<file path="config.mk">
export PLATFORM = sky130hd
export DESIGN_NAME = cpu_top
export DESIGN_NICKNAME = d
export VERILOG_FILES = /design/src/hdl/cpu_types_pkg.sv /design/src/hdl/isa_pkg.sv /design/src/hdl/alu.sv /design/src/hdl/reg_file.sv /design/src/hdl/control.sv /design/src/hdl/datapath.sv /design/src/hdl/cpu_top.sv
export VERILOG_INCLUDE_DIRS = /design/src /design/src/include
export SDC_FILE = /design/constraint.sdc
export NUM_CORES = 2
export LEC_CHECK = 0
export BUFFER_PORTS_ARGS = -buffer_cell sky130_fd_sc_hd__clkbuf_2
export CAP_MARGIN = 15
export CORE_ASPECT_RATIO = 1.75
export CORE_UTILIZATION = 40
export DETAILED_ROUTE_END_ITERATION = 12
export PLACE_DENSITY_LB_ADDON = 0.2
export SLEW_MARGIN = 20
export SYNTH_ARGS = -nofsm -noshare
export SYNTH_HDL_FRONTEND = slang
export SYNTH_HIERARCHICAL = 1
export SYNTH_SLANG_ARGS = --single-unit
export TNS_END_PERCENT = 5
</file>
<file path="constraint.sdc">
create_clock -name clk -period 14 [get_ports clk]
set_clock_uncertainty 0.2 [all_clocks]
set_input_delay 2.1 -clock clk [delete_from_list [all_inputs] [get_ports clk]]
set_output_delay 2.1 -clock clk [all_outputs]
set_load 0.03 [all_outputs]
</file>
<file path="src/include/cpu_defines.svh">
`ifndef CPU_DEFINES_SVH
`define CPU_DEFINES_SVH

`define RESET_PC   32'h0000_0000
`define RAM_WORDS  1024

// cycle budget for each instruction slot in the testbench
`define MAX_CYCLES 4

`endif

</file>
<file path="src/hdl/cpu_types_pkg.sv">
package cpu_types_pkg;

   typedef logic [31:0] word_t;
   typedef logic [4:0]  reg_addr_t;
   typedef logic [4:0]  alu_op_t;   // {compare mode, alternate bit, funct3}
   typedef logic [1:0]  wd_sel_t;

   localparam wd_sel_t wd_alu  = 2'd0;
   localparam wd_sel_t wd_pc4  = 2'd1;
   localparam wd_sel_t wd_load = 2'd3;

   typedef enum logic [1:0] {
      step_fetch  = 2'd0,
      step_decode = 2'd1,
      step_mem    = 2'd2,
      step_write  = 2'd3
   } step_t;

   typedef struct packed {
      logic    pc_enable;
      logic    pc_load;
      logic    reg_re1;
      logic    reg_re2;
      logic    reg_we;
      logic    alu_sel1;      // PC instead of rs1
      logic    alu_sel2;      // immediate instead of rs2
      alu_op_t alu_op;
      logic    target_load;
      wd_sel_t wd_sel;
      logic    ram_addr_sel;  // ALU result instead of PC
      logic    inst_load;
      logic    inst_mux_sel;  // instruction register instead of ram_rdata
   } ctrl_t;

   typedef struct packed {
      logic [6:0] opcode;
      logic [2:0] funct3;
      logic       bit20;
      logic       bit30;
      logic       cmp_out;
   } decode_t;

endpackage

</file>
<file path="src/hdl/isa_pkg.sv">
package isa_pkg;

   typedef enum logic [6:0] {
      OP_IMM   = 7'b0010011,
      LUI      = 7'b0110111,
      AUIPC    = 7'b0010111,
      OP       = 7'b0110011,
      JAL      = 7'b1101111,
      JALR     = 7'b1100111,
      BRANCH   = 7'b1100011,
      LOAD     = 7'b0000011,
      STORE    = 7'b0100011,
      MISC_MEM = 7'b0001111,
      SYSTEM   = 7'b1110011
   } opcode_t;

   // arithmetic funct3, shared by OP and OP_IMM
   localparam logic [2:0] f3_add_sub = 3'b000;
   localparam logic [2:0] f3_sll     = 3'b001;
   localparam logic [2:0] f3_slt     = 3'b010;
   localparam logic [2:0] f3_sltu    = 3'b011;
   localparam logic [2:0] f3_xor     = 3'b100;
   localparam logic [2:0] f3_srl_sra = 3'b101;
   localparam logic [2:0] f3_or      = 3'b110;
   localparam logic [2:0] f3_and     = 3'b111;

   // branch funct3
   localparam logic [2:0] f3_beq  = 3'b000;
   localparam logic [2:0] f3_bne  = 3'b001;
   localparam logic [2:0] f3_blt  = 3'b100;
   localparam logic [2:0] f3_bge  = 3'b101;
   localparam logic [2:0] f3_bltu = 3'b110;
   localparam logic [2:0] f3_bgeu = 3'b111;

endpackage

</file>
<file path="src/hdl/alu.sv">
`timescale 1ns/1ps

module alu (
   input  cpu_types_pkg::word_t   a,
   input  cpu_types_pkg::word_t   b,
   input  cpu_types_pkg::alu_op_t op,
   output cpu_types_pkg::word_t   result,
   output logic                   cmp_out
);

   logic       alt;
   logic [2:0] funct3;
   logic       cond;

   assign alt    = op[3];
   assign funct3 = op[2:0];

   always_comb begin
      case (funct3)
         isa_pkg::f3_add_sub: result = alt ? a - b : a + b;
         isa_pkg::f3_sll:     result = a << b[4:0];
         isa_pkg::f3_slt:     result = {31'b0, $signed(a) < $signed(b)};
         isa_pkg::f3_sltu:    result = {31'b0, a < b};
         isa_pkg::f3_xor:     result = a ^ b;
         isa_pkg::f3_srl_sra: begin
            if (alt) begin
               result = $signed(a) >>> b[4:0];
            end else begin
               result = a >> b[4:0];
            end
         end
         isa_pkg::f3_or:      result = a | b;
         default:             result = a & b;
      endcase
   end

   always_comb begin
      case (funct3)
         isa_pkg::f3_beq:  cond = a == b;
         isa_pkg::f3_bne:  cond = a != b;
         isa_pkg::f3_blt:  cond = $signed(a) < $signed(b);
         isa_pkg::f3_bge:  cond = $signed(a) >= $signed(b);
         isa_pkg::f3_bltu: cond = a < b;
         isa_pkg::f3_bgeu: cond = a >= b;
         default:          cond = 1'b0;
      endcase
   end

   assign cmp_out = op[4] && cond;  // only meaningful in compare mode

endmodule

</file>
<file path="src/hdl/reg_file.sv">
`timescale 1ns/1ps

module reg_file (
   input  logic                     clk,
   input  logic                     re1,
   input  logic                     re2,
   input  logic                     we,
   input  cpu_types_pkg::reg_addr_t ra1,
   input  cpu_types_pkg::reg_addr_t ra2,
   input  cpu_types_pkg::reg_addr_t wa,
   input  cpu_types_pkg::word_t     wd,
   output cpu_types_pkg::word_t     rd1,
   output cpu_types_pkg::word_t     rd2
);

   cpu_types_pkg::word_t regs [32];

   always_ff @(posedge clk) begin
      if (we && wa != 5'd0) begin
         regs[wa] <= wd;
      end
      if (re1) begin
         rd1 <= (ra1 == 5'd0) ? '0 : regs[ra1];
      end
      if (re2) begin
         rd2 <= (ra2 == 5'd0) ? '0 : regs[ra2];
      end
   end

endmodule

</file>
<file path="src/hdl/control.sv">
`timescale 1ns/1ps

module control (
   input  logic                   clk,
   input  logic                   reset,
   input  cpu_types_pkg::decode_t dec,
   output cpu_types_pkg::ctrl_t   ctrl,
   output logic                   ram_re,
   output logic                   ram_we,
   output logic                   halt,
   output cpu_types_pkg::step_t   step
);

   logic is_lui, is_auipc, is_op, is_op_imm, is_jal, is_jalr;
   logic is_branch, is_load, is_store, is_system;
   logic fetch, decode, mem, write;

   always_ff @(posedge clk) begin
      if (reset) begin
         step <= cpu_types_pkg::step_fetch;
      end else begin
         step <= cpu_types_pkg::step_t'(step + 2'd1);  // wraps after write-back
      end
   end

   assign fetch  = step == cpu_types_pkg::step_fetch;
   assign decode = step == cpu_types_pkg::step_decode;
   assign mem    = step == cpu_types_pkg::step_mem;
   assign write  = step == cpu_types_pkg::step_write;

   assign is_lui    = dec.opcode == isa_pkg::LUI;
   assign is_auipc  = dec.opcode == isa_pkg::AUIPC;
   assign is_op     = dec.opcode == isa_pkg::OP;
   assign is_op_imm = dec.opcode == isa_pkg::OP_IMM;
   assign is_jal    = dec.opcode == isa_pkg::JAL;
   assign is_jalr   = dec.opcode == isa_pkg::JALR;
   assign is_branch = dec.opcode == isa_pkg::BRANCH;
   assign is_load   = dec.opcode == isa_pkg::LOAD;
   assign is_store  = dec.opcode == isa_pkg::STORE;
   assign is_system = dec.opcode == isa_pkg::SYSTEM;

   assign halt   = is_system && dec.bit20;  // ebreak
   assign ram_re = fetch || (mem && is_load);
   assign ram_we = mem && is_store;

   always_comb begin
      ctrl = '0;

      ctrl.pc_enable = write && !halt;
      ctrl.pc_load   = write && ((is_branch && dec.cmp_out) || is_jal || is_jalr);

      ctrl.reg_re1 = decode;
      ctrl.reg_re2 = decode;
      ctrl.reg_we  = write && (is_op || is_op_imm || is_lui || is_auipc ||
                               is_jal || is_jalr || is_load);

      // decode computes PC plus immediate for the branch and jump target
      if (decode || (write && is_auipc)) begin
         ctrl.alu_sel1 = 1'b1;
         ctrl.alu_sel2 = 1'b1;
      end else if ((write && (is_op_imm || is_lui)) ||
                   (mem && (is_load || is_store || is_jalr))) begin
         ctrl.alu_sel2 = 1'b1;
      end

      if (write && is_op) begin
         ctrl.alu_op = {1'b0, dec.bit30, dec.funct3};
      end else if (write && is_op_imm) begin
         // bit 30 is immediate data except for the right shifts
         ctrl.alu_op = {1'b0, dec.bit30 && dec.funct3 == isa_pkg::f3_srl_sra, dec.funct3};
      end else if (write && is_branch) begin
         ctrl.alu_op = {1'b1, 1'b0, dec.funct3};
      end

      ctrl.target_load = decode || (mem && is_jalr);

      if (is_jal || is_jalr) begin
         ctrl.wd_sel = cpu_types_pkg::wd_pc4;
      end else if (is_load) begin
         ctrl.wd_sel = cpu_types_pkg::wd_load;
      end else begin
         ctrl.wd_sel = cpu_types_pkg::wd_alu;
      end

      ctrl.ram_addr_sel = mem;
      ctrl.inst_load    = decode;
      ctrl.inst_mux_sel = !decode;  // fetch keeps the last instruction so halt holds
   end

endmodule

</file>
<file path="src/hdl/datapath.sv">
`timescale 1ns/1ps
`include "cpu_defines.svh"

module datapath (
   input  logic                   clk,
   input  logic                   reset,
   input  cpu_types_pkg::ctrl_t   ctrl,
   input  cpu_types_pkg::word_t   ram_rdata,
   output cpu_types_pkg::decode_t dec,
   output cpu_types_pkg::word_t   ram_addr,
   output cpu_types_pkg::word_t   ram_wdata
);

   // byte address bits that reach the memory
   localparam int unsigned addr_bits = $clog2(`RAM_WORDS) + 2;

   cpu_types_pkg::word_t      pc, pc_plus4, target, inst_reg, inst;
   cpu_types_pkg::word_t      imm, rd1, rd2, alu_a, alu_b, alu_result, wd, addr;
   cpu_types_pkg::reg_addr_t  ra1;
   logic                      cmp_out;

   assign pc_plus4 = pc + 32'd4;

   always_ff @(posedge clk) begin
      if (reset) begin
         pc       <= `RESET_PC;
         inst_reg <= 32'h0000_0013;  // addi x0, x0, 0 until the first fetch lands
      end else begin
         if (ctrl.pc_enable) begin
            pc <= ctrl.pc_load ? target : pc_plus4;
         end
         if (ctrl.inst_load) begin
            inst_reg <= ram_rdata;
         end
      end
   end

   always_ff @(posedge clk) begin
      if (ctrl.target_load) begin
         target <= {alu_result[31:1], 1'b0};
      end
   end

   assign inst = ctrl.inst_mux_sel ? inst_reg : ram_rdata;

   always_comb begin
      case (inst[6:0])
         isa_pkg::STORE:             imm = {{20{inst[31]}}, inst[31:25], inst[11:7]};
         isa_pkg::BRANCH:            imm = {{19{inst[31]}}, inst[31], inst[7],
                                            inst[30:25], inst[11:8], 1'b0};
         isa_pkg::LUI, isa_pkg::AUIPC: imm = {inst[31:12], 12'b0};
         isa_pkg::JAL:               imm = {{11{inst[31]}}, inst[31], inst[19:12],
                                            inst[20], inst[30:21], 1'b0};
         default:                    imm = {{20{inst[31]}}, inst[31:20]};
      endcase
   end

   // lui adds its immediate to x0
   assign ra1 = (inst[6:0] == isa_pkg::LUI) ? 5'd0 : inst[19:15];

   reg_file u_reg_file (
      .clk (clk),
      .re1 (ctrl.reg_re1),
      .re2 (ctrl.reg_re2),
      .we  (ctrl.reg_we),
      .ra1 (ra1),
      .ra2 (inst[24:20]),
      .wa  (inst[11:7]),
      .wd  (wd),
      .rd1 (rd1),
      .rd2 (rd2)
   );

   assign alu_a = ctrl.alu_sel1 ? pc : rd1;
   assign alu_b = ctrl.alu_sel2 ? imm : rd2;

   alu u_alu (
      .a       (alu_a),
      .b       (alu_b),
      .op      (ctrl.alu_op),
      .result  (alu_result),
      .cmp_out (cmp_out)
   );

   always_comb begin
      case (ctrl.wd_sel)
         cpu_types_pkg::wd_pc4:  wd = pc_plus4;
         cpu_types_pkg::wd_load: wd = ram_rdata;
         default:                wd = alu_result;
      endcase
   end

   assign addr      = ctrl.ram_addr_sel ? alu_result : pc;
   assign ram_addr  = {{(32 - addr_bits){1'b0}}, addr[addr_bits-1:0]};
   assign ram_wdata = rd2;

   assign dec.opcode  = inst[6:0];
   assign dec.funct3  = inst[14:12];
   assign dec.bit20   = inst[20];
   assign dec.bit30   = inst[30];
   assign dec.cmp_out = cmp_out;

endmodule

</file>
<file path="src/hdl/cpu_top.sv">
`timescale 1ns/1ps

module cpu_top (
   input  logic                 clk,
   input  logic                 reset,
   input  cpu_types_pkg::word_t ram_rdata,
   output cpu_types_pkg::word_t ram_addr,
   output cpu_types_pkg::word_t ram_wdata,
   output logic                 ram_re,
   output logic                 ram_we,
   output logic                 halt
);

   cpu_types_pkg::ctrl_t   ctrl;
   cpu_types_pkg::decode_t dec;

   control u_control (
      .clk    (clk),
      .reset  (reset),
      .dec    (dec),
      .ctrl   (ctrl),
      .ram_re (ram_re),
      .ram_we (ram_we),
      .halt   (halt),
      .step   ()
   );

   datapath u_datapath (
      .clk       (clk),
      .reset     (reset),
      .ctrl      (ctrl),
      .ram_rdata (ram_rdata),
      .dec       (dec),
      .ram_addr  (ram_addr),
      .ram_wdata (ram_wdata)
   );

endmodule

</file>
==> results.py <==
metrics = {
    "run_status": {
        "status": "completed",
    },
    "routing": {
        "num_vias": 47300,
        "viasPerCell": 6.76,
        "drc_errors": 0,
        "met1_length_mm": 92.0,
        "wl_per_cell_um": 41.5,
        "top_layer_used": "met5",
        "wl_mm": 291,
        "drt_pass1_iterations": 6,
        "ant_nets": 0,
        "route.met2.wl_mm": 144,
        "met3RoutedLength_mm": 22.8,
        "drt-initial-drc-count": 5570,
    },
    "sta": {
        "hold_viol_final": 0,
        "drv_slew": 0,
        "whs_ns": 0.293,
        "fin_crit_sh": 0.855,
        "setup-violations-final": 0,
        "tns_ns": 0,
        "setup_ws_ns": 2.03,
        "slew_headroom": 0.178,
        "fmax_ghz": 0.0835,
        "tightestPinTransition_ns": 1.23,
        "rsz0062_at_grt": "no",
        "min_period_ns": 11.97,
    },
    "die": {
        "num_rows": 195,
        "die_x_um": 307,
        "ios": 101,
        "dieArea_um2": 165000,
        "die_y_um": 536,
        "initial_utilization": 0.404,
        "core_area_um2": 162000,
    },
    "logic_synthesis": {
        "synth_common_cells": "edfxtp_1, mux4_2, nor2_1",
        "yosysTopAreaCell": "edfxtp_1",
        "synth_seq_cells": 1184,
        "synth_top_area_frac": 0.515,
        "syn_area_um2": 65300,
        "synthTopCellsByArea": "edfxtp_1, mux4_2, mux2i_1, a21oi_1, mux2_2",
        "netlist_instances": 4735,
        "yosysMostFrequentCell": "edfxtp_1",
        "async_flop_share": 0,
        "ys_seq_area_frac": 0.535,
        "synth_edf_count": 1119,
        "syn_avg_cell_area_um2": 13.8,
        "yosys.cell_types.count": 108,
        "synth-main-ff-cell": "edfxtp_1",
        "yosysWarnings": 6,
    },
    "cells_and_area": {
        "fin_util": 0.445,
        "final_area_um2": 72000,
        "layout-drive-gt1-share": 0.239,
        "largest_register": "u_datapath/u_reg_file/regs",
        "fin_nets": 4863,
        "fill_cells": 14500,
        "final_cells": 7001,
        "largest_reg_flops": 1024,
        "area_growth_pct": 10.3,
    },
    "setup_path": {
        "critPathMaxFanout": 71,
        "startpoint_type": "flip-flop",
        "worstSetupPathType": "reg2out",
        "required_ns": 11.70,
        "cp-end-kind": "output port",
        "arrival_ns": 9.67,
    },
    "placement": {
        "io_buffers": 80,
        "place_congestion": 1.06,
        "dpl_cell_area_um2": 68400,
        "hpwl_mm": 192,
        "dpl_worst_slack_ns": 2.56,
        "dp_cells": 6778,
    },
    "grt": {
        "gr-total-overflow": 0,
        "grt_usage": 0.352,
        "grt_pass1_vias": 47000,
        "antenna_found_initial": 36,
        "grt_max_degree": 101,
        "grt_pass1_wl_mm": 394,
    },
    "clock_network": {
        "cts_setup_buffers": 0,
        "cts_hold_buffers": 0,
        "clk_pin_slew_worst_paths_ns": 0.07,
        "cts-root-buf": "clkbuf_16",
        "cts_sinks": 1184,
        "tritoncts": "built",
        "cts.path.max_buffers": 3,
        "htree_levels": 3,
        "postCtsResizedCells": 0,
        "clkLatencyLatePin_ns": 0.77,
        "numCtsBuffers": 108,
    },
    "job": {
        "cap_violations": 0,
    },
    "power": {
        "power.leakage_nw": 23.3,
        "peakVddDrop_mv": 0.101,
        "total_power_mw": 11.0,
        "power_density_nw_per_um2": 153,
    },
    "worst_hold_path": {
        "min_path_type": "reg2reg",
    },
}
-- critical path, cell delays in order, from the launching register on --
cell and delay (ns):
dfxtp_1 0.36, inv_1 0.09, ha_4 0.30, inv_2 0.48
buf_4 0.48, mux2i_2 0.46, inv_2 0.21, nand2b_1 0.28
or4_1 0.44, nand4_1 0.11, buf_4 0.32, clkinv_1 0.37
o31a_1 0.46, o211ai_1 0.19, buf_4 0.31, buf_4 0.73
o21ai_0 0.37, mux2i_1 0.46, o21ai_0 0.28, o21ai_0 0.91
o2bb2ai_1 0.31, o32a_1 0.44, mux2_2 0.28, clkbuf_2 0.19
-- metal layers --
| layer | global-route usage | vias up |
|---|---|---|
| li1 | - | 18900 |
| met1 | 0.362 | 24500 |
| met2 | 0.591 | 2780 |
| met3 | 0.0807 | 1052 |
| met4 | 0.332 | 16 |
| met5 | 0 | - |
-- cells by family (layout without fill, tap and decap cells) --
family	count (synthesis)	in the layout	share of synthesized area
flops	1184	1184	0.535
compound gates	1065	1065	0.112
simple gates	931	931	0.0703
mux	853	853	0.218
buf+inv	565	594	0.0408
fa+ha+maj	104	104	0.0202
xor+xnor	31	31	0.00416
other cells	2	72	0.000115
-- cell usage in the layout, fill, tap and decap left out, types with 38 or more instances in the layout --
master,Yosys,layout
dfxtp_1,65,65
clkbuf_16,0,109
nand3_1,97,93
inv_1,138,132
and3_1,56,56
mux2i_1,282,273
nand2_1,208,207
nor3_1,57,52
a21oi_1,297,289
clkbuf_2,2,80
a22oi_1,109,109
a211oi_1,74,73
edfxtp_1,1119,1119
nor2_1,298,262
o21ai_0,139,137
mux2_2,129,129
conb_1,2,52
buf_4,71,161
nand4_1,53,53
o22ai_1,50,38
mux4_2,440,440
ha_1,102,101
-- power by group --
| part | total, mW | switching (mW) | internal (mW) |
|---|---|---|---|
| Sequential | 4.60 | 0.0879 | 4.51 |
| Combinational | 3.43 | 2.42 | 1.00 |
| Clock | 2.97 | 1.40 | 1.57 |
| Total | 11.0 | 3.91 | 7.08 |
-- final timing paths --
| kind | depth (start not counted) | startpoint | slack, ns | end |
|---|---|---|---|---|
| max | 23 | u_control/step[1] | 2.03 | ram_addr[10] |
| min | 2 | u_datapath/inst_reg[12] | 0.29 | u_datapath/inst_reg[12] |
| max reg2reg | 34 | u_control/step[1] | 3.05 | u_datapath/pc[14] |
| min reg2reg | 2 | u_datapath/inst_reg[12] | 0.29 | u_datapath/inst_reg[12] |
-- cell type report --
type / count / area, µm² / share of cell area
diodes: 20 / 50.0 / 0.000695
clock buffers: 129 / 2800 / 0.0389
clock inverters: 70 / 611 / 0.00848
inverters: 143 / 553 / 0.00768
multi-input cells: 3036 / 28600 / 0.397
flip-flops and latches: 1184 / 34900 / 0.485
well taps: 2167 / 2710 / 0.0376
repair buffers: 252 / 1790 / 0.0248
(Power assumes the default switching activity.)
